$ cat src/rtl/scene_pkg.sv
package scene_pkg;

    // Memory sizing
    localparam int MEM_WORDS = 256;

    // Pixel buffer holds 2**FIFO_DEPTH_LOG2 entries
    localparam int FIFO_DEPTH_LOG2 = 3;

    // Output frame geometry
    localparam int FRAME_W = 16;
    localparam int FRAME_H = 4;

    // Fewest cycles between two scene byte strobes
    localparam int MIN_BYTE_GAP = 8;

    typedef logic [31:0] word_t;
    typedef logic [7:0]  mem_addr_t;
    typedef logic [23:0] rgb_t;

    // Entry yields run + 1 pixels
    typedef logic [7:0]  run_t;

    typedef logic [3:0]  pix_x_t;
    typedef logic [1:0]  pix_y_t;

    // Same bit layout as a memory word
    typedef struct packed {
        run_t run;
        rgb_t rgb;
    } pixel_entry_t;

endpackage : scene_pkg

$ cat src/rtl/fifo.sv
`timescale 1ns/1ps

module fifo
    import scene_pkg::*;
(
    input  logic         clk,
    input  logic         rst,
    input  logic         push,
    input  pixel_entry_t push_data,
    output logic         full,
    input  logic         pop,
    output pixel_entry_t head,
    output logic         empty
);

    pixel_entry_t                 entries [2**FIFO_DEPTH_LOG2];
    logic [FIFO_DEPTH_LOG2-1:0]   wr_ptr;
    logic [FIFO_DEPTH_LOG2-1:0]   rd_ptr;
    logic [FIFO_DEPTH_LOG2:0]     count;

    always_ff @(posedge clk) begin
        if (push) begin
            entries[wr_ptr] <= push_data;
        end
    end

    always_ff @(posedge clk) begin
        if (rst) begin
            wr_ptr <= '0;
            rd_ptr <= '0;
            count  <= '0;
        end else begin
            if (push) begin
                wr_ptr <= wr_ptr + 1'b1;
            end
            if (pop) begin
                rd_ptr <= rd_ptr + 1'b1;
            end
            if (push && !pop) begin
                count <= count + 1'b1;
            end else if (pop && !push) begin
                count <= count - 1'b1;
            end
        end
    end

    // Count tops out at the depth, so its MSB alone means full
    assign full  = count[FIFO_DEPTH_LOG2];
    assign empty = (count == '0);
    assign head  = entries[rd_ptr];

    a_no_pop_when_empty: assert property (@(posedge clk) disable iff (rst)
        pop |-> !empty);

endmodule : fifo

$ cat config.mk
export PLATFORM = sky130hd
export DESIGN_NAME = fifo
export DESIGN_NICKNAME = d
export VERILOG_FILES = /design/src/rtl/scene_pkg.sv /design/src/rtl/fifo.sv
export SDC_FILE = /design/constraint.sdc
export NUM_CORES = 1
export LEC_CHECK = 0
export BUFFER_PORTS_ARGS = -buffer_cell sky130_fd_sc_hd__buf_4
export CAP_MARGIN = 20
export CORE_MARGIN = 10
export CORE_UTILIZATION = 55
export DETAILED_ROUTE_END_ITERATION = 8
export GPL_ROUTABILITY_DRIVEN = 0
export HOLD_SLACK_MARGIN = 0.15
export PLACE_DENSITY_LB_ADDON = 0.05
export SYNTH_ARGS = -nofsm -noshare
export SYNTH_HDL_FRONTEND = slang
export SYNTH_SLANG_ARGS = --single-unit
$ cat constraint.sdc
create_clock -name clk -period 5 [get_ports clk]
set_input_delay 1 -clock clk [delete_from_list [all_inputs] [get_ports clk]]
set_output_delay 1 -clock clk [all_outputs]
set_load 0.01 [all_outputs]
==> results.yml <==
power:
  pwr_density_cell_mw_per_mm2: 407
  power_leakage_nw: 4.01
  ir_drop_v: 0.000284
routing:
  drt_iter0_drc: 318
  dr_total_vias: 4580
  drt-pass1-iter-count: 4
  drc: 0
  wl_per_cell_um: 24.2
  viasPerCell: 5.86
  ant_nets: 0
  finalWirelength_um: 18900
synthesis:
  synth_enable_flop_cells: 256
  ys_warn_count: 0
  synth_top_cell_area_share: 0.741
  ys_types: 25
  ys_top_cells_by_count: "256 x edfxtp_1, 40 x mux4_1, 33 x mux2_2"
  yosysTopAreaCell: "edfxtp_1"
  postSynthCellCount: 438
  synthTopCellsByArea: "edfxtp_1 74%, mux4_1 10%, mux4_2 5.2%"
  ys_async_sr_fraction: 0
  synth.most_common_cell: "edfxtp_1"
  syn_area_per_cell_sq_um: 23.7
  synth_seq_cells: 269
  ys_seq_area_frac: 0.766
  ys.flop_type: "edfxtp_1"
  syn_area_sq_mm: 0.0104
  synth.net_count: 480
sta:
  tightestPinTransition_ns: 1.06
  slew_violations: 0
  period_minus_slack_ns: 3.85
  setup_viol: 0
  hold_viol: 0
  fmax_mhz: 259
  slew_headroom: 0.296
  timing.final.crit_share: 0.771
  finClkSkew_ns: 0.00552
  tns_ns: 0
  rsz0062_at_grt: "no"
setup_path:
  startpoint_type: "flop"
  cp_max_fo: 44
  slowest_stage: "dfxtp_4"
  critPathKind: "reg -> out"
  critical_path_arrival_ns: 2.85
  cp_num_buf_inv: 2
  max_stage_delay_ns: 0.89
  required_ns: 4.00
  crit_chain: "buf_4, mux4_1, mux2_2, buf_4"
  path_common_cell: "buf_4"
  path_delay_family: "flip-flops"
  end_kind: "output port"
clocking:
  cts.path.max_buffers: 3
  clk_pin_slew_ns: 0.06
  post_cts_buffers: 0
  cts_resized: 0
  clkSinkCount: 269
  cts_buffers: 27
  clk_latency_ns: 0.52
  htree_levels: 1
  root_buffer: "clkbuf_16"
  cts_tree: "yes"
  cts.hold.buffers_added: 0
global_route:
  antenna_found_initial: 1
  grt_max_degree: 45
  overflow: 0
  track_usage: 0.157
  grt_pass1_vias: 5031
  grt_pass1_wl_um: 29400
floorplan:
  die_area_sq_mm: 0.0248
  core_area_sq_mm: 0.0186
  ioPinCount: 70
  rows: 50
  initial_core_util: 0.557
  die_w_um: 157
  die_h_um: 157
flow_run:
  maxCapViolations: 0
placement:
  dp_hpwl_um: 11000
  portBuffers: 69
  dp_cells: 734
  place_area_sq_mm: 0.0112
run_status:
  status: "finished clean"
hold_path:
  hp-class: "reg -> reg"
finish:
  layout.cells.non_filler: 782
  antenna_cells: 0
  regArea_sq_mm: 0.00795
  area_growth_pct: 16.2
  fill_cells: 1271
  final_core_util: 0.646
  fin_area_sq_mm: 0.0121
  drive_gt1_frac: 0.339
  multi_input_comb_area_sq_mm: 0.00234
  design.final.nets: 571
## worst register-to-register path: stages (launching register included)
cell and delay, ns:
dfxtp_1 0.33, nand2b_1 0.30, nor3_2 0.56, buf_4 0.54
## registers in the layout, summed over array words and instances (netlist names), named ones only
signal and flops:
count 4, wr_ptr 3, rd_ptr 3, entries 256
## area by class of cell
| type | instances | share of cell area |
|---|---|---|
| Clock inverter | 12 | 0.00851 |
| Clock buffer | 36 | 0.0614 |
| Tap cell | 234 | 0.0243 |
| Sequential cell | 269 | 0.660 |
| Timing Repair Buffer | 82 | 0.0511 |
| Inverter | 2 | 0.000623 |
| Multi-Input combinational cell | 147 | 0.194 |
## stage by stage
step | power, mW | setup slack [ns] | hold slack (ns)
3_3_place_gp | 3.05 | 1.68 | 0.500
2_1_floorplan | 2.88 | 1.24 | 0.485
4_1_cts | 4.96 | 1.07 | 0.539
5_1_grt | 5.08 | 0.962 | 0.572
6_report | 4.90 | 1.15 | 0.534
3_5_place_dp | 3.06 | 1.63 | 0.525
## layout by cell type (no fill, tap or decap), drive strengths merged, types with 3 or more instances in the layout
cell type  count
nand2          4
nor2          19
mux2i          3
ha             5
dfxtp         13
clkinv        10
xor2           3
edfxtp       256
clkbuf        36
mux4          64
mux2          33
buf           82
nand2b         3
xnor2          3
## layer usage
layer	part of all wire	vias up	global-route usage
li1	-	2051	-
met1	0.40	2374	0.203
met2	0.51	115	0.267
met3	0.063	38	0.0336
met4	0.016	2	0.0401
met5	0.00090	-	0
## logic make-up after synthesis
logic type | synth area share
AO/OA/AOI/OAI | 0.00229
adder cells (fa/ha/maj) | 0.00796
multiplexers | 0.192
flip-flops | 0.766
AND/OR/NAND/NOR | 0.0128
XOR/XNOR | 0.00507
buffers and inverters | 0.0137
## power by group
group	total, mW	leakage (nW)	internal [mW]	switching (mW)
logic	0.418	1.16	0.231	0.187
clock network	1.90	0.415	1.13	0.772
registers	2.58	2.43	2.53	0.0494
## worst paths after layout
| check | startpoint | endpoint | slack, ns | cells past startpoint |
|---|---|---|---|---|
| hold reg to reg | count[2] | count[2] | 0.53 | 2 |
| setup reg to reg | wr_ptr[2] | entries[0][4] | 2.90 | 3 |
| hold / removal | count[2] | count[2] | 0.53 | 2 |
| setup / recovery | flop | head[28] | 1.15 | 4 |
(Power assumes the default switching activity.)
