<file path="src/rtl/scene_pkg.sv">
package scene_pkg;

    // Memory sizing
    localparam int MEM_WORDS = 256;

    // Pixel buffer holds 2**FIFO_DEPTH_LOG2 entries
    localparam int FIFO_DEPTH_LOG2 = 3;

    // Output frame geometry
    localparam int FRAME_W = 16;
    localparam int FRAME_H = 4;

    // Fewest cycles between two scene byte strobes
    localparam int MIN_BYTE_GAP = 8;

    typedef logic [31:0] word_t;
    typedef logic [7:0]  mem_addr_t;
    typedef logic [23:0] rgb_t;

    // Entry yields run + 1 pixels
    typedef logic [7:0]  run_t;

    typedef logic [3:0]  pix_x_t;
    typedef logic [1:0]  pix_y_t;

    // Same bit layout as a memory word
    typedef struct packed {
        run_t run;
        rgb_t rgb;
    } pixel_entry_t;

endpackage : scene_pkg

</file>
<file path="src/rtl/scene_loader.sv">
`timescale 1ns/1ps

module scene_loader
    import scene_pkg::*;
(
    input  logic       clk,
    input  logic       rst,
    input  logic       byte_valid,
    input  logic [7:0] byte_data,
    input  logic       load_end,
    output logic       wr_req,
    output mem_addr_t  wr_addr,
    output word_t      wr_data,
    input  logic       wr_ack,
    output logic       scene_loaded,
    output mem_addr_t  scene_words
);

    logic [1:0] byte_cnt;
    word_t      word_q;
    logic       flush_pending;

    // Lanes fill from the bottom, so a short word is zero-padded on top
    always_ff @(posedge clk) begin
        if (byte_valid) begin
            if (byte_cnt == 2'd0) begin
                word_q <= {24'h000000, byte_data};
            end else begin
                word_q[{byte_cnt, 3'b000} +: 8] <= byte_data;
            end
        end
    end

    always_ff @(posedge clk) begin
        if (rst) begin
            byte_cnt      <= 2'd0;
            wr_req        <= 1'b0;
            wr_addr       <= '0;
            flush_pending <= 1'b0;
            scene_loaded  <= 1'b0;
        end else begin
            if (byte_valid) begin
                byte_cnt <= byte_cnt + 2'd1;
                if (byte_cnt == 2'd3) begin
                    wr_req <= 1'b1;
                end
            end
            if (wr_req && wr_ack) begin
                wr_req  <= 1'b0;
                wr_addr <= mem_addr_t'(wr_addr + 1'b1);
            end
            if (load_end) begin
                if (byte_cnt != 2'd0) begin
                    wr_req        <= 1'b1;
                    flush_pending <= 1'b1;
                    byte_cnt      <= 2'd0;
                end else begin
                    scene_loaded <= 1'b1;
                end
            end
            // Final flush done once its ack has dropped
            if (flush_pending && !wr_req && !wr_ack) begin
                flush_pending <= 1'b0;
                scene_loaded  <= 1'b1;
            end
        end
    end

    assign wr_data     = word_q;
    assign scene_words = wr_addr;

    a_no_byte_during_write: assert property (@(posedge clk) disable iff (rst)
        (byte_valid || load_end) |-> (!wr_req && !wr_ack));

endmodule : scene_loader

</file>
<file path="config.mk">
export PLATFORM = sky130hd
export DESIGN_NAME = scene_loader
export DESIGN_NICKNAME = d
export VERILOG_FILES = /design/src/rtl/scene_pkg.sv /design/src/rtl/scene_loader.sv
export SDC_FILE = /design/constraint.sdc
export NUM_CORES = 1
export LEC_CHECK = 0
export CORE_UTILIZATION = 25
export CTS_CLUSTER_DIAMETER = 120
export DETAILED_ROUTE_END_ITERATION = 6
export DONT_BUFFER_PORTS = 1
export PLACE_DENSITY = 0.49
export SLEW_MARGIN = 10
export SYNTH_ARGS = -nofsm -noshare
export SYNTH_HDL_FRONTEND = slang
export SYNTH_SLANG_ARGS = --single-unit
</file>
<file path="constraint.sdc">
create_clock -name clk -period 2.6 [get_ports clk]
set_input_delay 0.26 -clock clk [delete_from_list [all_inputs] [get_ports clk]]
set_output_delay 0.26 -clock clk [all_outputs]
set_load 0.01 [all_outputs]
</file>
==> flow_summary_export.csv <==
group,metric,value,unit
clock_tree,cts_sinks,45,
timing,hold_viol,0,
placement,dp.final_hpwl,3280,µm
clock_tree,cts_root_buffer,"clkbuf_8",
pwr,irDropWorstVdd,203,µV
timing,min_period,1.94,ns
logic_synthesis,yosysMostFrequentCell,"edfxtp_1",
placement,port_buffers,0,
timing,fin_ws,0.660,ns
clock_tree,htreeDepth,2,
run,maxCapViolCount,0,
route,vias_per_cell,4.71,
route,vias,1400,
timing,rsz0062_at_grt,"false",
clock_tree,cts_tree,"built",
logic_synthesis,synthTopCellsByArea,"edfxtp_1, dfxtp_1, a21oi_1",
pwr,powerDensity,693,mW/mm²
logic_synthesis,synth_cell_types,28,
setup_path,critPathRequiredTime,2.75,ns
setup_path,cp_max_fo,9,
setup_path,worstReg2RegStart,"byte_cnt[0]$_SDFF_PP0_",
die,start_util,26.1,%
logic_synthesis,syn-num-nets,221,
setup_path,crit_path_start_kind,"flop",
timing,worst_pin_slew,0.625,ns
logic_synthesis,syn-cell-area,0.00215,mm²
timing,setup_viol_count_final,0,
setup_path,crit_arrival,2.09,ns
outcome,status,"complete, no violations",
logic_synthesis,ys_ff_latch,45,
die,die_x,94.8,µm
die,io-pin-count,63,
setup_path,crit_end,"wr_data[31]$_SDFFCE_PP0P_",
logic_synthesis,synth_ff_type,"edfxtp_1",
logic_synthesis,synth_area_leader_cell,"edfxtp_1",
logic_synthesis,yosysSeqAreaShare,56.7,%
final_layout,num_antenna_cells,0,
placement,place.gp.congestion,0.669,
timing,holdWs,0.0251,ns
die,die_area,0.00899,mm²
timing,totalNegativeSetupSlack,0,ns
final_layout,drive_gt1_share,6.25,%
route,wirelength,4760,µm
logic_synthesis,netlist_instances,201,
die,num_rows,33,
clock_tree,path_clk_slew,0.09,ns
grt,grt_pass1_wl,7420,µm
worst_hold_path,worstHoldPathType,"in2reg",
clock_tree,holdBufCountCts,0,
logic_synthesis,yosysTopAreaCellShare,44.6,%
setup_path,endpoint_kind,"flop",
grt,grt_pass1_vias,1385,
final_layout,fin_util,27.9,%
grt,grt_usage,11.0,%
setup_path,crit_type,"reg2reg",
grt,grt_max_degree,29,
final_layout,syn2layout_area_growth,7.08,%
timing,fin_worst_skew,0.0166,ns
logic_synthesis,synth_common_cells,"edfxtp_1, a21oi_1, nand3_1",
route,firstDrtPassIters,4,
die,die_h,94.8,µm
clock_tree,clock_path_buffers,2,
logic_synthesis,syn_avg_cell_area,10.7,µm²
grt,antenna_found_initial,0,
route,routedWlPerCell,16.0,µm
logic_synthesis,ys_async_sr_fraction,0,%
clock_tree,cts_buffers,5,
grt,overflow,0,
clock_tree,cts_setup_buffers,0,
setup_path,r2r-end,"wr_data[31]$_SDFFCE_PP0P_",
route,drtIter0Drc,40,
die,core,0.00826,mm²
setup_path,crit_start,"byte_cnt[0]$_SDFF_PP0_",
placement,place_ws,0.640,ns
setup_path,ff2ff_setup_slack,0.66,ns
logic_synthesis,yosys_warnings,0,
route,ant_nets,0,
timing,slew_headroom,58.4,%
timing,fin_crit_sh,74.6,%
clock_tree,cts_resized,0,
timing,slew_violations,0,
final_layout,fin_nets,211,
clock_tree,clk_latency,0.30,ns
route,route.detailed.drc,0,
logic_synthesis,synth-edff-count,32,
timing,fmax,515,MHz
pwr,p_leak,0.744,nW
setup_path,reg2reg_depth,5,
-- cell type report --
cell class / count / area [µm²]
clock buffer: 6 / 72.6
tap: 105 / 131
multi-input combinational: 135 / 825
inverter: 3 / 11.3
fill: 915 / 5950
timing repair buffer: 1 / 7.51
clock inverter: 2 / 38.8
sequential: 45 / 1220
-- placed cells by master, fill, tap and decap left out, drive strengths merged, types with 3 or more instances in the layout --
cell / instances
edfxtp: 32
a21oi: 30
nand3: 26
nand2b: 24
dfxtp: 13
and2: 10
nor2: 8
ha: 7
clkbuf: 6
nor2b: 4
nand4: 4
nand2: 4
inv: 3
-- kinds of logic (layout without fill, tap and decap cells) --
kind of cell	count (synthesis)	count (layout)	share of synthesized area, %
AND/OR/NAND/NOR	86	86	22.7
flip-flops	45	45	56.7
AO/OA/AOI/OAI	37	37	9.29
buffers and inverters	21	12	5.05
adder cells (fa/ha/maj)	7	7	4.06
XOR/XNOR	3	3	1.22
multiplexers	2	2	0.987
-- registers in the layout, indices dropped and copies added (netlist names) --
| register | flops |
|---|---|
| wr_req | 1 |
| flush_pending | 1 |
| wr_data | 32 |
| scene_words | 8 |
| byte_cnt | 2 |
| scene_loaded | 1 |
-- worst max-delay path, cell delays in order (launching register included) --
cell     delay, ns
dfxtp_1       0.50
inv_1         0.14
ha_1          0.39
nor2b_1       0.48
nand3_1       0.14
a21oi_1       0.17
-- how the worst min path moves through the flow --
stage	end	depth (start not counted)	startpoint
3_5_place_dp	scene_words[3]$_SDFFE_PP0N_	1	rst
4_1_cts	scene_words[3]$_SDFFE_PP0N_	1	rst
5_1_grt	scene_words[6]$_SDFFE_PP0N_	1	rst
3_3_place_gp	scene_words[7]$_SDFFE_PP0N_	1	rst
2_1_floorplan	byte_cnt[0]$_SDFF_PP0_	1	rst
6_report	scene_words[3]$_SDFFE_PP0N_	1	rst
-- through the flow --
stage | power [W] | area [µm²] | cells
after global routing | 0.00168 | 2310 | 297
after detailed placement | 0.00109 | 2200 | 289
final | 0.00160 | 2310 | 297
after global placement | 0.00108 | 2200 | 289
after CTS | 0.00163 | 2310 | 297
after floorplan | 0.00105 | 2150 | 201
-- per-layer routing --
layer | track usage (%) | up-vias | routed length (µm)
met1 | 13.9 | 644 | 2160
met5 | 0 | - | 0
li1 | - | 686 | -
met3 | 4.75 | 5 | 515
met2 | 17.2 | 65 | 2050
met4 | 2.65 | 0 | 38
-- report_power, final --
part | total [W] | leakage [nW] | internal, W | switching (W)
clock network | 0.000532 | 0.0554 | 0.000289 | 0.000243
registers | 0.000907 | 0.431 | 0.000839 | 0.0000675
logic | 0.000160 | 0.258 | 0.0000621 | 0.0000983
total | 0.00160 | 0.744 | 0.00119 | 0.000409
(Power assumes the default switching activity.)
