==> src/rtl/scene_pkg.sv <==
package scene_pkg;

    // Memory sizing
    localparam int MEM_WORDS = 256;

    // Pixel buffer holds 2**FIFO_DEPTH_LOG2 entries
    localparam int FIFO_DEPTH_LOG2 = 3;

    // Output frame geometry
    localparam int FRAME_W = 16;
    localparam int FRAME_H = 4;

    // Fewest cycles between two scene byte strobes
    localparam int MIN_BYTE_GAP = 8;

    typedef logic [31:0] word_t;
    typedef logic [7:0]  mem_addr_t;
    typedef logic [23:0] rgb_t;

    // Entry yields run + 1 pixels
    typedef logic [7:0]  run_t;

    typedef logic [3:0]  pix_x_t;
    typedef logic [1:0]  pix_y_t;

    // Same bit layout as a memory word
    typedef struct packed {
        run_t run;
        rgb_t rgb;
    } pixel_entry_t;

endpackage : scene_pkg

==> src/rtl/frame_buffer_handler.sv <==
`timescale 1ns/1ps

module frame_buffer_handler
    import scene_pkg::*;
(
    input  logic         clk,
    input  logic         rst,
    input  pixel_entry_t head,
    input  logic         empty,
    output logic         pop,
    output logic         pix_valid,
    input  logic         pix_ready,
    output rgb_t         pix_rgb,
    output pix_x_t       pix_x,
    output pix_y_t       pix_y,
    output logic         frame_done
);

    run_t rep_cnt;
    logic xfer;
    logic last_col;
    logic last_row;

    assign pix_valid  = !empty;
    assign pix_rgb    = head.rgb;
    assign xfer       = pix_valid && pix_ready;
    assign pop        = xfer && (rep_cnt == head.run);
    assign last_col   = (pix_x == pix_x_t'(FRAME_W - 1));
    assign last_row   = (pix_y == pix_y_t'(FRAME_H - 1));
    assign frame_done = xfer && last_col && last_row;

    always_ff @(posedge clk) begin
        if (rst) begin
            rep_cnt <= '0;
            pix_x   <= '0;
            pix_y   <= '0;
        end else if (xfer) begin
            rep_cnt <= pop ? '0 : run_t'(rep_cnt + 1'b1);
            if (last_col) begin
                pix_x <= '0;
                pix_y <= last_row ? '0 : pix_y_t'(pix_y + 1'b1);
            end else begin
                pix_x <= pix_x_t'(pix_x + 1'b1);
            end
        end
    end

    // Head only moves on a pop, so a stalled pixel must not change
    a_stall_holds: assert property (@(posedge clk) disable iff (rst)
        (pix_valid && !pix_ready) |=>
            (pix_valid && $stable(pix_rgb) && $stable(pix_x) && $stable(pix_y)));

endmodule : frame_buffer_handler

==> config.mk <==
export PLATFORM = sky130hd
export DESIGN_NAME = frame_buffer_handler
export DESIGN_NICKNAME = d
export VERILOG_FILES = /design/src/rtl/scene_pkg.sv /design/src/rtl/frame_buffer_handler.sv
export SDC_FILE = /design/constraint.sdc
export NUM_CORES = 1
export LEC_CHECK = 0
export BUFFER_PORTS_ARGS = -buffer_cell sky130_fd_sc_hd__buf_2
export CAP_MARGIN = 5
export CORE_MARGIN = 10
export CORE_UTILIZATION = 36
export CTS_BUF_LIST = sky130_fd_sc_hd__clkbuf_4 sky130_fd_sc_hd__clkbuf_8 sky130_fd_sc_hd__clkbuf_16
export DETAILED_ROUTE_END_ITERATION = 10
export GPL_TIMING_DRIVEN = 0
export PLACE_DENSITY = 0.81
export SYNTH_ARGS = -nofsm -noshare
export SYNTH_HDL_FRONTEND = slang
export SYNTH_SLANG_ARGS = --single-unit
==> constraint.sdc <==
create_clock -name clk -period 1.6 [get_ports clk]
set_input_delay 0.48 -clock clk [delete_from_list [all_inputs] [get_ports clk]]
set_output_delay 0.48 -clock clk [all_outputs]
set_load 0.05 [all_outputs]
==> run summary, run 1 <==
Post-synth design cell area = 945 µm²
Clock skew = 0.00356 ns
Failing checks = setup timing
Post-route clock period utilization = 1.16
Slew Limit Fails = 0
Remaining DRCs = 0
Final min period = 1.86 ns
Core Region = 2500 µm²
Slew @ Worst Pin = 0.444 ns
HPWL Detailed = 2280 µm
Largest net degree at the start of global routing = 11
Post-route cell area = 1450 µm²
Worst setup path start = rep_cnt[1]
Synth area leader = dfxtp_1
Initial antenna violation count = 0
Reg2reg start = rep_cnt[1]
Die area = 5070 µm²
Vias/cell = 4.64
Worst Setup EP = pop
Critical path arrival = 1.38 ns
Core Rows = 18
Comb pwr share = 0.337
Number of buffers created by CTS = 3
Outcome = finished with violations
H-Tree Depth = 1
Min-Delay Path Class = in -> reg
Final Util = 0.580
Placer congestion estimate = 0.733
RSZ-0062 raised after global routing = yes
Wire length on met2 = 1510 µm
I/O Pins = 69
TritonCTS sink count = 14
Syn Nets = 143
Number of synthesized flops with an enable pin = 0
Fin nets = 204
Critical Path RT = 1.12 ns
Critical setup path kind = reg -> out
Commonest cells after routing, fill and taps aside = 40 x buf_2, 37 x buf_4, 7 x dfxtp_2
Fraction of registers with async set or reset after synthesis = 0
Tot Pwr = 918 µW
Sequential cell area fraction in the yosys report = 0.297
Detailed-route via count = 900
P_leak = 0.000703 µW
Sequential share of power = 0.390
Vias in the first global route = 1020
Routed wire length = 2850 µm
Yosys warns = 0
Layout area overhead = 53.5%
DR iter-0 viols = 14
Share of post-route cells with drive strength above 1 = 0.683
Worst Path Max Fanout = 2
First-pass DRT Iterations = 4
Most common cell after layout, fill and taps aside = buf_2
Hold Worst Slack = 0.457 ns
Worst-Skew Late Latency = 0.27 ns
ANT nets after route = 0
First-pass GRT wire length = 4550 µm
Number of max-cap violations = 0
Clock tree root driver cell = clkbuf_4
Maximum vdd drop = 0.375 mV
DIE HEIGHT = 71.2 µm
Mapped Cells = 104
GRT Total Usage = 0.108
Post-place setup slack = -0.555 ns
Synth top area cells = dfxtp_1 30%, buf_4 20%, xnor2_1 10%
Sw Ratio = 0.342
Post-cts hold buffer count = 0
I/O Buffers = 44
Initial Utilization = 0.378
Switching power = 313 µW
Yosys reg bits = 14
DR WL/cell = 14.7 µm
PnR worst setup slack = -0.258 ns
Most used DFF post-synth = dfxtp_1
Width of the die = 71.2 µm
Ant diodes = 0
Pwr/cell area = 633 nW/µm²
Highest metal used = met3
Metal3 WL = 371 µm
Power Internal = 604 µW
Clk pwr share = 0.273
Critical R2R Capture = rep_cnt[4]
CTS tree = yes
Post-synthesis cell type count = 26
Fmax = 0.538 GHz
Worst reg2reg path depth = 6
Grt total ovfl = 0
Post-synth top area share = 0.297
Clock tree buffer depth = 2
Critical Path Source Type = flip-flop
Slew headroom = 0.704
Clock Pin Slew Worst Setup and Hold Paths = 0.09 ns
Endpoints failing setup = 2
Placed cell areas = 1240 µm²
R2r setup slk = 0.22 ns
Worst Setup End Kind = output pin
Synthesized area per cell = 9.08 µm²
Final Hold Vio Count = 0
Metal-1 WL = 975 µm
==> final cells by class <==
type / instances / area [µm²]
Fill cell: 225 / 1050
Multi-Input combinational cell: 62 / 523
Timing Repair Buffer: 57 / 347
Sequential cell: 14 / 304
Buffer: 26 / 195
Tap cell: 30 / 37.5
Clock buffer: 4 / 36.3
Inverter: 1 / 7.51
==> kinds of logic after synthesis <==
group / count (synthesis) / share of synthesized area
buffers and inverters: 28 / 0.219
AO/OA/AOI/OAI: 5 / 0.0305
adder cells (fa/ha/maj): 3 / 0.0397
AND/OR/NAND/NOR: 36 / 0.245
flip-flops: 14 / 0.297
XOR/XNOR: 16 / 0.148
multiplexers: 2 / 0.0212
==> metal layers <==
layer | vias up | track usage
li1 | 447 | -
met1 | 408 | 0.0939
met2 | 45 | 0.201
met3 | 0 | 0.0634
met4 | 0 | 0.0323
met5 | - | 0
==> worst max-delay path, cell delays in order (launching register included) <==
cell and delay [ns]:
dfxtp_4 0.37, xnor2_2 0.12, nand4_1 0.19, nor3_4 0.24, buf_6 0.19
==> Yosys cell counts (2+ instances only) <==
master	n
a21oi_1	2
and4_1	3
and4b_1	2
buf_4	25
dfxtp_1	14
ha_1	3
mux2i_1	2
nand2_1	7
nand3b_1	3
nand4_1	3
nor2_1	5
nor3_1	6
nor3_2	2
xnor2_1	11
xor2_1	5
==> flip-flops by register name (all words and copies together), names as in the netlist <==
name	count
rep_cnt	8
pix_x	4
pix_y	2
==> metrics by stage <==
step | std cells | TNS (ns)
final | 194 | -0.421
after global routing | 194 | -0.542
after CTS | 193 | -0.399
after detailed placement | 178 | -1.01
after global placement | 178 | -0.935
after floorplan | 104 | -0.528
==> power by group through the flow <==
stage               sequential [µW]  clock (µW)  combinational [µW]
finish                          358         250                 310
global route                    359         283                 326
CTS                             358         260                 312
detailed placement              373           0                 285
global placement                372           0                 280
floorplan                       382           0                 210
==> worst min path at each step <==
| stage | depth (start not counted) | slack [ns] | startpoint | end |
|---|---|---|---|---|
| floorplan | 2 | 0.51 | rep_cnt[0] | rep_cnt[0] |
| global placement | 2 | 0.47 | pix_x[1] | pix_x[1] |
| finish | 2 | 0.46 | rst | rep_cnt[7] |
| global route | 2 | 0.44 | rst | rep_cnt[7] |
| detailed placement | 2 | 0.49 | pix_x[1] | pix_x[1] |
| CTS | 2 | 0.45 | rst | rep_cnt[7] |
==> repair_timing <==
| action | CTS | global route |
|---|---|---|
| endpoints found under the hold margin | 0 | 0 |
| endpoints found under the setup margin | 2 | 2 |
| pin swaps | 8 | 6 |
| buffers inserted | 12 | 1 |
| gates resized for setup | 27 | 0 |
(Power assumes the default switching activity.)
==> run 2, diff against run 1 <==
- CTS_BUF_LIST: sky130_fd_sc_hd__clkbuf_4 sky130_fd_sc_hd__clkbuf_8 sky130_fd_sc_hd__clkbuf_16 -> sky130_fd_sc_hd__clkbuf_16
==> run summary, run 2 (same netlist as run 1, synthesis figures left out) <==
Core Rows = 18 (unchanged)
Core Region = 2500 µm² (unchanged)
Outcome = finished with violations
Slew headroom = 0.690 (-0.0134)
Initial Utilization = 0.378 (unchanged)
Met3 Use GR = 0.0661 (+0.00275)
Leading registers by flop count = rep_cnt: 8 flops, pix_x: 4 flops, pix_y: 2 flops
TritonCTS sink count = 14 (unchanged)
Final min period = 1.82 ns (-0.0407 ns)
Die area = 5070 µm² (unchanged)
Post-route cell area = 1460 µm² (+0.60%)
Failing checks = setup timing
Post-route clock period utilization = 1.14 (-0.0254)
Width of the die = 71.2 µm (unchanged)
Largest net degree at the start of global routing = 11 (unchanged)
Clock tree root driver cell = clkbuf_16
DR iter-0 viols = 11 (-3)
DR WL/cell = 14.4 µm (-2.3%)
Top reg by flops = rep_cnt
Routed wire length = 2690 µm (-5.9%)
Total Negative Setup Slacks = -0.346 ns (+0.0751 ns)
P_leak = 0.000691 µW (-1.7%)
GRT Total Usage = 0.102 (-0.00558)
I/O Buffers = 44 (unchanged)
Max reg flops = 8 (unchanged)
Final Hold Vio Count = 0 (unchanged)
Endpoints failing setup = 2 (unchanged)
I/O Pins = 69 (unchanged)
PnR worst setup slack = -0.218 ns (+0.0407 ns)
Detailed-route via count = 886 (-1.6%)
Placed cell areas = 1240 µm² (unchanged)
Ant diodes = 0 (unchanged)
Area occupied by multi-input gates = 523 µm² (unchanged)
Vias/cell = 4.74 (+2.1%)
Vias in the first global route = 972 (-4.7%)
CTS tree = yes
H-Tree Depth = 1 (unchanged)
Worst-Skew Late Latency = 0.24 ns (-0.03 ns)
Most common cell after layout, fill and taps aside = buf_2
Remaining DRCs = 0 (unchanged)
First-pass DRT Iterations = 4 (unchanged)
Sequential cell area = 304 µm² (unchanged)
ANT nets after route = 0 (unchanged)
Layout area overhead = 54.4%
Worst Path Max Fanout = 4 (+2)
Maximum vdd drop = 0.612 mV (+63%)
Number of buffers created by CTS = 3 (unchanged)
Slew @ Worst Pin = 0.465 ns (+0.0201 ns)
Share of post-route cells with drive strength above 1 = 0.662 (-0.0205)
Fmax = 0.550 GHz (+2.2%)
Hold Worst Slack = 0.492 ns (+0.0348 ns)
Number of max-cap violations = 0 (unchanged)
Fillers = 213 (-5.3%)
DIE HEIGHT = 71.2 µm (unchanged)
Critical path arrival = 1.34 ns (-0.04 ns)
Critical setup path kind = reg -> out
Fin nets = 197 (-3.4%)
First-pass GRT wire length = 4320 µm (-5.2%)
Commonest cells after routing, fill and taps aside = 37 x buf_2, 31 x buf_4, 7 x dfxtp_2
HPWL Detailed = 2280 µm (unchanged)
Min-Delay Path Class = in -> reg
Pwr/cell area = 779 nW/µm² (+23%)
Initial antenna violation count = 0 (unchanged)
Slew Limit Fails = 0 (unchanged)
Critical Path Source Type = flip-flop
Met2 Use GR = 0.178 (-0.0225)
Grt total ovfl = 0 (unchanged)
Clock tree buffer depth = 2 (unchanged)
Clock skew = 0.000654 ns (-0.00291 ns)
RSZ-0062 raised after global routing = yes
Global route hottest layer = met2
Clock Pin Slew Worst Setup and Hold Paths = 0.04 ns (-0.05 ns)
Worst Setup End Kind = output pin
Placer congestion estimate = 0.733 (unchanged)
Critical Path RT = 1.12 ns (about the same)
Routing usage on met1 = 0.0924 (-0.00152)
run 2: changes by cell type in the layout (fill, tap and decap cells not counted):
cell       delta
clkbuf_4      -3
clkbuf_8      -1
clkbuf_16     +3
buf_6         +1
buf_2         -3
buf_4         -6
clkinv_1      +1
buf_8         +1
run 2: report_power, final:
group / switching [µW] / internal (µW) / leakage (µW) / total [µW]
clock network: 140 / 330 / 0.0000385 / 469
registers: 8.84 / 354 / 0.000120 / 363
logic: 189 / 115 / 0.000533 / 304
total: 338 / 798 / 0.000691 / 1140
run 2: layout make-up:
class                   count  share of cell area
plain buffers              25               0.126
clock buffers               3              0.0515
clock inverters             1             0.00257
inverters                   1             0.00515
multi-input cells          62               0.358
flip-flops and latches     14               0.208
well taps                  30              0.0257
repair buffers             51               0.222
run 2: path summary, 6_finish.rpt:
kind	depth (start not counted)	from	end	slack, ns
worst min register to register	2	pix_x[1]	pix_x[1]	0.52
worst max register to register	6	rep_cnt[2]	rep_cnt[3]	0.22
worst max-delay path	4	rep_cnt[2]	pop	-0.22
worst min-delay path	2	rst	rep_cnt[7]	0.49
run 2: routing by layer:
metal  part of all wire  vias to the layer above
met3               0.15                        2
met5                  0                        -
li1                   -                      435
met4             0.0078                        0
met1               0.34                      394
met2               0.51                       55
run 2: repair_timing:
action                     CTS  global route
hold buffers                 0             0
pin swaps                    6             4
setup buffers                5             2
setup endpoints to repair    2             2
cloned                       0             0
resized for setup           26             5
run 2: through the flow:
| stage | cells | utilization | power [µW] | setup WS, ns |
|---|---|---|---|---|
| global route | 187 | 0.584 | 1180 | -0.265 |
| floorplan | 104 | - | 592 | -0.262 |
| global placement | 178 | 0.497 | 652 | -0.493 |
| detailed placement | 178 | 0.497 | 658 | -0.555 |
| CTS | 186 | 0.577 | 1150 | -0.201 |
| finish | 187 | 0.584 | 1140 | -0.218 |
run 2: worst max-delay path, stage by stage, from the launching register on:
cell	delay [ns]
dfxtp_2	0.37
xnor2_2	0.12
nand4_1	0.18
nor3_4	0.23
buf_6	0.19
