**src/rtl/scene_pkg.sv**
```systemverilog
package scene_pkg;

    // Memory sizing
    localparam int MEM_WORDS = 256;

    // Pixel buffer holds 2**FIFO_DEPTH_LOG2 entries
    localparam int FIFO_DEPTH_LOG2 = 3;

    // Output frame geometry
    localparam int FRAME_W = 16;
    localparam int FRAME_H = 4;

    // Fewest cycles between two scene byte strobes
    localparam int MIN_BYTE_GAP = 8;

    typedef logic [31:0] word_t;
    typedef logic [7:0]  mem_addr_t;
    typedef logic [23:0] rgb_t;

    // Entry yields run + 1 pixels
    typedef logic [7:0]  run_t;

    typedef logic [3:0]  pix_x_t;
    typedef logic [1:0]  pix_y_t;

    // Same bit layout as a memory word
    typedef struct packed {
        run_t run;
        rgb_t rgb;
    } pixel_entry_t;

endpackage : scene_pkg

```
**src/rtl/scene_retriever.sv**
```systemverilog
`timescale 1ns/1ps

module scene_retriever
    import scene_pkg::*;
(
    input  logic         clk,
    input  logic         rst,
    input  logic         scene_loaded,
    input  mem_addr_t    scene_words,
    output logic         rd_req,
    output mem_addr_t    rd_addr,
    input  logic         rd_ack,
    input  word_t        rd_data,
    output logic         push,
    output pixel_entry_t push_data,
    input  logic         full
);

    typedef enum logic [2:0] {
        ST_IDLE,
        ST_REQ,
        ST_WAIT,
        ST_PUSH,
        ST_DONE
    } state_t;

    state_t    state;
    mem_addr_t next_addr;

    assign next_addr = mem_addr_t'(rd_addr + 1'b1);

    always_ff @(posedge clk) begin
        if (state == ST_REQ && rd_ack) begin
            push_data <= pixel_entry_t'(rd_data);
        end
    end

    always_ff @(posedge clk) begin
        if (rst) begin
            state   <= ST_IDLE;
            rd_req  <= 1'b0;
            rd_addr <= '0;
            push    <= 1'b0;
        end else begin
            case (state)
                ST_IDLE: begin
                    if (scene_loaded) begin
                        if (scene_words == '0) begin
                            state <= ST_DONE;
                        end else begin
                            rd_req <= 1'b1;
                            state  <= ST_REQ;
                        end
                    end
                end
                ST_REQ: begin
                    if (rd_ack) begin
                        rd_req <= 1'b0;
                        state  <= ST_WAIT;
                    end
                end
                ST_WAIT: begin
                    // Only producer, so a free slot seen now is still free next cycle
                    if (!rd_ack && !full) begin
                        push  <= 1'b1;
                        state <= ST_PUSH;
                    end
                end
                ST_PUSH: begin
                    push    <= 1'b0;
                    rd_addr <= next_addr;
                    if (next_addr == scene_words) begin
                        state <= ST_DONE;
                    end else begin
                        rd_req <= 1'b1;
                        state  <= ST_REQ;
                    end
                end
                ST_DONE: begin
                    state <= ST_DONE;
                end
                default: begin
                    state <= ST_IDLE;
                end
            endcase
        end
    end

    a_no_push_when_full: assert property (@(posedge clk) disable iff (rst)
        push |-> !full);

endmodule : scene_retriever

```
**config.mk**
```make
export PLATFORM = sky130hd
export DESIGN_NAME = scene_retriever
export DESIGN_NICKNAME = d
export VERILOG_FILES = /design/src/rtl/scene_pkg.sv /design/src/rtl/scene_retriever.sv
export SDC_FILE = /design/constraint.sdc
export NUM_CORES = 1
export LEC_CHECK = 0
export ABC_CLOCK_PERIOD_IN_PS = 3800
export BUFFER_PORTS_ARGS = -buffer_cell sky130_fd_sc_hd__buf_2
export CAP_MARGIN = 20
export CORE_MARGIN = 2
export CORE_UTILIZATION = 30
export DETAILED_ROUTE_END_ITERATION = 8
export PLACE_DENSITY_LB_ADDON = 0.1
export REMOVE_ABC_BUFFERS = 1
export SYNTH_ARGS = -nofsm -noshare
export SYNTH_HDL_FRONTEND = slang
export SYNTH_SLANG_ARGS = --single-unit
export TNS_END_PERCENT = 10
```
**constraint.sdc**
```tcl
create_clock -name clk -period 3.8 [get_ports clk]
set_input_delay 0.38 -clock clk [delete_from_list [all_inputs] [get_ports clk]]
set_output_delay 0.38 -clock clk [all_outputs]
set_load 0.005 [all_outputs]
```
==> results of run 1 <==
-- placed cells by master, fill, tap and decap left out, types with 2 or more instances in the layout --
cell type,instances
nor3b_1,2
and3b_1,2
xor2_1,5
a21oi_1,5
dfxtp_1,13
o21ai_0,4
nor3_1,7
bufinv_16,2
xnor2_1,9
clkbuf_8,5
buf_2,86
nor4_1,2
mux2i_1,2
nor2_1,12
nand2_1,8
or3b_2,2
a211oi_1,2
o21a_1,3
nand4_1,3
edfxtp_1,32
nand2b_1,2
-- layout make-up --
class	instances	area (um^2)	area share, %
repair buffers	87	438	17.8
well taps	75	93.8	3.82
inverters	1	3.75	0.153
multi-input cells	84	561	22.8
clock inverters	3	68.8	2.80
flip-flops and latches	45	1220	49.7
clock buffers	5	68.8	2.80
-- where the power goes --
group / switching [uW] / internal (uW) / leakage [uW] / total, uW
Combinational: 42.6 / 43.2 / 0.000511 / 85.8
Clock: 167 / 265 / 0.0000687 / 432
Sequential: 10.1 / 551 / 0.000399 / 561
-- logic make-up after synthesis --
logic type,share of synthesized area (%)
xor+xnor,6.78
compound gates,7.61
flops,67.5
buf+inv,1.52
fa+ha+maj,0.691
simple gates,14.8
mux,1.11
-- critical path: cells and delay by family, from the launching register on --
family	cells	cell delay [ps]
compound gates	3	800
fa+ha+maj	1	310
flops	1	470
simple gates	2	560
-- how the worst max path moves through the flow --
stage               startpoint       end  depth (start not counted)
finish              rd_addr[0]  state[2]                          6
global route        rd_addr[0]    rd_req                          6
CTS                 rd_addr[0]  state[2]                          6
detailed placement  rd_addr[0]  state[2]                          6
global placement    rd_addr[0]  state[2]                          6
floorplan           rd_addr[0]  state[2]                          6
-- flip-flops by register name (all words and copies together), names as in the netlist --
signal     count
rd_addr        8
rd_req         1
state          3
push           1
push_data     32
-- metal layers --
metal	part of all wire (%)	global-route usage, %
met1	45	14.8
met2	45	19.6
met3	8.7	4.51
met4	0.96	4.50
met5	0	0
-- metrics by stage --
| stage | total power [uW] | util (%) | setup slack (ps) |
|---|---|---|---|
| after detailed placement | 660 | 39.4 | 1610 |
| after floorplan | 606 | - | 1740 |
| after global routing | 1130 | 41.7 | 1480 |
| after CTS | 1100 | 41.7 | 1570 |
| final | 1080 | 41.7 | 1590 |
| after global placement | 661 | 39.4 | 1630 |
-- synthesized netlist by cell type --
cell       count
nor2_1        12
a31oi_1        1
mux2i_1        2
o211ai_1       1
xor2_1         5
o32ai_1        1
o2111ai_1      1
a211oi_1       2
o21a_1         3
nand2_1        8
nand3_4        1
edfxtp_1      32
or3_1          1
or3b_2         2
nand3_1        1
nor4_1         2
a21oi_1        5
nor3_1         7
clkbuf_1       5
inv_1          1
a2111oi_2      1
ha_1           1
buf_2          1
or4b_4         1
and3b_1        2
dfxtp_1       13
nand2b_1       2
o41ai_1        1
xnor2_1        9
nor3b_1        2
nor2b_1        1
nand4_1        3
or3_2          1
nand3b_1       1
o21ai_0        4
==> results.py, run 1 <==
metrics = {
    "timing": {
        "hold_viol": 0,
        "period_share_pct": 58.0,
        "period_minus_slack_ps": 2210,
        "fin_skew_ps": 7.34,
        "drv_slew": 0,
        "holdWs_ps": 253,
        "fin_setup_tns_ps": 0,
        "fmax_mhz": 453,
        "relSlewSlack_pct": 63.0,
        "final-setup-viol-count": 0,
        "worst_pin_slew_ps": 555,
        "rsz0062_at_grt": "no",
    },
    "routing": {
        "via_per_inst": 4.51,
        "dr.first_iter.drc_count": 39,
        "final_antenna_net_count": 0,
        "drcViolationCount": 0,
        "vias": 1354,
        "drt-total-wl_mm": 3.95,
        "wl_per_cell_um": 13.2,
        "drt_first_pass_iters": 4,
    },
    "global_route": {
        "grt_pass1_vias": 1213,
        "grt_overflow_total": 0,
        "antenna_found_initial": 0,
        "gr-usage-all-layers_pct": 12.1,
        "grt_pass1_wl_mm": 6.02,
        "grt_max_degree": 22,
    },
    "synth": {
        "synth_area_leaders": "edfxtp_1 (53%), dfxtp_1 (14%), xnor2_1 (4.4%)",
        "seq_area_frac_synth_pct": 67.5,
        "synth_area_mm2": 0.00181,
        "avgSynthCellArea_um2": 13.3,
        "synth_top_area_cell": "edfxtp_1",
        "synth_warnings": 0,
        "ys_types": 35,
        "yosysTopAreaCellShare_pct": 53.1,
        "ys_ff_latch": 45,
        "synthCells": 136,
    },
    "final_layout": {
        "final_area_mm2": 0.00245,
        "final_cells": 300,
        "drive_gt1_share_pct": 44.9,
        "syn2layout_area_growth_pct": 35.7,
        "nNetsFinal": 270,
        "antenna_cells": 0,
        "fillers": 591,
    },
    "floorplan": {
        "rows": 28,
        "core-area_mm2": 0.00589,
        "fp.dieArea_mm2": 0.00667,
        "start_util_pct": 30.7,
        "die_h_um": 81.7,
        "fp.dieW_um": 81.7,
        "io_pins": 87,
    },
    "worst_setup_path": {
        "slowest_delay_ps": 470,
        "path_class": "reg -> reg",
        "cp_max_fo": 6,
        "cp-end-kind": "flop",
        "cp_data_required_time_ps": 4040,
        "r2r-start": "rd_addr[0]",
        "worst_r2r_endpoint": "state[2]",
        "start_kind": "flop",
        "rrSetupSlack_ps": 1590,
        "cp.arrival_ps": 2450,
        "path_cells": "ha_1 -> or3b_2 -> a211oi_1 -> nor3_1 -> a2111oi_2 -> o21a_1",
        "ff2ff_path_depth": 6,
        "cpMaxStageDelayCell": "dfxtp_1",
    },
    "placed_design": {
        "placed_area_mm2": 0.00232,
        "dp.cells": 292,
        "dp_hpwl_mm": 2.99,
        "gp_congestion": 0.722,
        "port_buffers": 86,
    },
    "cts": {
        "cts_buffers": 5,
        "htreeDepth": 2,
        "clockRootBuffer": "clkbuf_8",
        "cts-hold-fix-buffers": 0,
        "cts.clk_slew.worst_paths_ps": 90,
        "cts_tree": "built",
        "clock_sinks": 45,
        "cts_setup_buffers": 0,
        "clk_latency_ps": 290,
        "cts_buffer_depth": 2,
        "cts_resized": 0,
    },
    "pwr": {
        "ir_drop_mv": 0.145,
        "p_leak_uw": 0.000979,
        "power_density_mw_per_mm2": 439,
    },
    "worst_hold_path": {
        "hold_end": "push_data[11]",
        "holdPathStages": 1,
        "min_from": "rd_data[11]",
        "min_path_type": "in -> reg",
    },
    "outcome": {
        "status": "finished clean",
    },
    "job": {
        "maxCapViolations": 0,
    },
}
No activity file was read; power rests on OpenSTA's default activity.
==> run 2: changes to the inputs <==
--- a/config.mk
+++ b/config.mk
@@ -5,7 +5,8 @@
 export SDC_FILE = /design/constraint.sdc
 export NUM_CORES = 1
 export LEC_CHECK = 0
-export ABC_CLOCK_PERIOD_IN_PS = 3800
+export ABC_AREA = 1
+export ABC_CLOCK_PERIOD_IN_PS = 2100
 export BUFFER_PORTS_ARGS = -buffer_cell sky130_fd_sc_hd__buf_2
 export CAP_MARGIN = 20
 export CORE_MARGIN = 2
==> constraint.sdc (replaced) <==
create_clock -name clk -period 2.1 [get_ports clk]
set_input_delay 0.21 -clock clk [delete_from_list [all_inputs] [get_ports clk]]
set_output_delay 0.21 -clock clk [all_outputs]
set_load 0.005 [all_outputs]
==> run 2 against run 1 <==
First-iteration DRC count up 110%. Critical endpoint is now rd_req. Combinational power rose to 6.6 times the previous value. Synthesized cell count up 38%.
==> results.py, run 2 <==
metrics = {
    "outcome": {
        "status": "finished clean",
    },
    "cts": {
        "cts.clk_slew.worst_paths_ps": 90,
        "htreeDepth": 2,
        "cts_resized": 0,
        "cts_setup_buffers": 0,
        "cts_buffer_depth": 2,
        "clockRootBuffer": "clkbuf_8",
        "cts_buffers": 5,
        "clk_latency_ps": 290,
        "cts-hold-fix-buffers": 0,
        "cts_tree": "built",
        "clock_sinks": 45,
    },
    "synth": {
        "synth_common_cells": "nand2_1 (36), edfxtp_1 (32), inv_1 (32), nand3_1 (17), dfxtp_1 (13)",
        "yosysMostFrequentCell": "nand2_1",
        "synth_warnings": 0,
        "yosysTopAreaCellShare_pct": 50.2,
        "synth_top_area_cell": "edfxtp_1",
        "ys_ff_latch": 45,
        "avgSynthCellArea_um2": 10.2,
        "ys_async_sr_fraction_pct": 0,
        "synth_area_leaders": "edfxtp_1 (50%), dfxtp_1 (14%), nand2_1 (7.1%)",
        "synth-edff-count": 32,
        "ys_types": 25,
        "synth_area_mm2": 0.00191,
        "synth-main-ff-cell": "edfxtp_1",
        "synthCells": 188,
        "seq_area_frac_synth_pct": 63.8,
    },
    "pwr": {
        "sequentialPowerShare_pct": 49.1,
        "total_power_uw": 2370,
        "power_density_mw_per_mm2": 922,
        "p_sw_uw": 683,
        "p_clk_share_pct": 27.0,
        "p_sw_share_pct": 28.8,
        "intPower_uw": 1690,
        "ir_drop_mv": 0.349,
        "p_leak_uw": 0.00118,
        "combPwrFrac_pct": 23.9,
    },
    "final_layout": {
        "final_area_mm2": 0.00257,
        "final_cell_mix": "buf_2 (86), nand2_1 (36), inv_1 (32), edfxtp_1 (32), nand3_1 (17)",
        "top_regs": "push_data (32), rd_addr (8), state (3)",
        "fin_util_pct": 41.2,
        "antenna_cells": 0,
        "drive_gt1_share_pct": 39.8,
        "syn2layout_area_growth_pct": 34.3,
        "largest_register_ffs": 32,
        "nNetsFinal": 329,
        "largest-register": "push_data",
        "layout_commonest_cell": "buf_2",
    },
    "worst_setup_path": {
        "start_kind": "flop",
        "path_class": "reg -> reg",
        "cp-end-kind": "flop",
        "r2r-start": "rd_addr[1]",
        "cp_data_required_time_ps": 2280,
        "cp.arrival_ps": 1890,
        "cp_max_fo": 6,
        "rrSetupSlack_ps": 390,
        "ff2ff_path_depth": 12,
        "worst_r2r_endpoint": "rd_req",
    },
    "global_route": {
        "grt_pass1_vias": 1427,
        "grt_pass1_wl_mm": 6.79,
        "grt_max_degree": 33,
        "antenna_found_initial": 0,
        "gr-usage-all-layers_pct": 12.3,
        "grt_overflow_total": 0,
    },
    "timing": {
        "worst_pin_slew_ps": 438,
        "fin_skew_ps": 10.6,
        "final-setup-viol-count": 0,
        "hold_viol": 0,
        "period_share_pct": 81.3,
        "fin_setup_tns_ps": 0,
        "rsz0062_at_grt": "no",
        "fmax_mhz": 586,
        "period_minus_slack_ps": 1710,
        "relSlewSlack_pct": 70.7,
        "holdWs_ps": 85.6,
        "drv_slew": 0,
    },
    "routing": {
        "drt-total-wl_mm": 4.28,
        "drcViolationCount": 0,
        "via_per_inst": 4.34,
        "dr.first_iter.drc_count": 80,
        "drt_first_pass_iters": 4,
        "final_antenna_net_count": 0,
        "vias": 1565,
        "wl_per_cell_um": 11.9,
    },
    "placed_design": {
        "gp_congestion": 0.743,
        "placed_area_mm2": 0.00246,
        "dp_hpwl_mm": 3.36,
        "port_buffers": 86,
    },
    "floorplan": {
        "die_h_um": 83.9,
        "start_util_pct": 30.7,
        "io_pins": 87,
        "rows": 29,
        "fp.dieArea_mm2": 0.00703,
        "fp.dieW_um": 83.9,
        "core-area_mm2": 0.00624,
    },
    "worst_hold_path": {
        "min_from": "rd_data[30]",
        "hold_end": "push_data[30]",
        "min_path_type": "in -> reg",
        "holdPathStages": 1,
    },
    "job": {
        "maxCapViolations": 0,
    },
}
==> run 2: changes by cell type after synthesis, moves of 4 or more <==
cell and delta:
inv_1 +31, nand2_1 +28, nand3_1 +16, xnor2_1 -8
nor2_2 +6, clkbuf_1 -5, nor3_1 -5, a21oi_1 +4
nand3_2 +4, o21ai_1 +4, xor2_1 -4
==> run 2: worst max-delay path by stage <==
stage,to,start,slack [ps],depth (start not counted)
floorplan,push_data[0],state[2],-290,3
global placement,state[0],rd_addr[1],440,14
detailed placement,rd_req,rd_addr[1],420,12
CTS,rd_req,rd_addr[1],400,12
global route,state[0],rd_addr[1],120,14
finish,rd_req,rd_addr[1],390,12
==> run 2: cell families (layout without fill, tap and decap cells) <==
kind of cell             after synthesis  count (layout)  synth area share, %
AO/OA/AOI/OAI                         23              23                 7.00
adder cells (fa/ha/maj)                1               1                0.654
flip-flops                            45              45                 63.8
AND/OR/NAND/NOR                       83              83                 20.9
XOR/XNOR                               2               2                0.916
buffers and inverters                 34             130                 6.67
==> run 2: critical path, stage by stage, from the launching register on <==
cell and delay, ps:
dfxtp_1 420, ha_1 240, inv_1 50, nand2_1 80
nand2_1 70, nand2_1 60, nand2_1 60, nor2_1 120
nand3_2 80, nor2_2 160, nand3_2 110, nand3_1 100
a21oi_1 60
==> run 2: metal layers <==
metal  track usage, %  part of all wire [%]  vias to the layer above
met5                0                     0                        -
met4             4.40                   1.4                        0
met3             3.07                   6.7                        6
met2             20.5                    49                       55
met1             15.6                    43                      694
li1                 -                     -                      810
==> run 2: area by class of cell <==
class | count | area (um^2)
multi-input combinational | 109 | 567
clock buffer | 6 | 72.6
tap | 77 | 96.3
inverter | 34 | 128
sequential | 45 | 1220
clock inverter | 2 | 38.8
timing repair buffer | 88 | 445
fill | 657 | 3670
==> run 2: power by group through the flow <==
| stage | Clock [uW] | Sequential (uW) | Combinational (uW) |
|---|---|---|---|
| 5_1_grt | 704 | 1180 | 645 |
| 3_5_place_dp | 0 | 1180 | 576 |
| 3_3_place_gp | 0 | 1180 | 582 |
| 2_1_floorplan | 0 | 1200 | 325 |
| 6_report | 640 | 1160 | 565 |
| 4_1_cts | 677 | 1160 | 578 |
==> run 2: per-stage QoR <==
| step | std cells | setup WS [ps] |
|---|---|---|
| final | 361 | 393 |
| after global routing | 361 | 117 |
| after CTS | 361 | 395 |
| after detailed placement | 353 | 417 |
| after global placement | 353 | 436 |
| after floorplan | 188 | -295 |
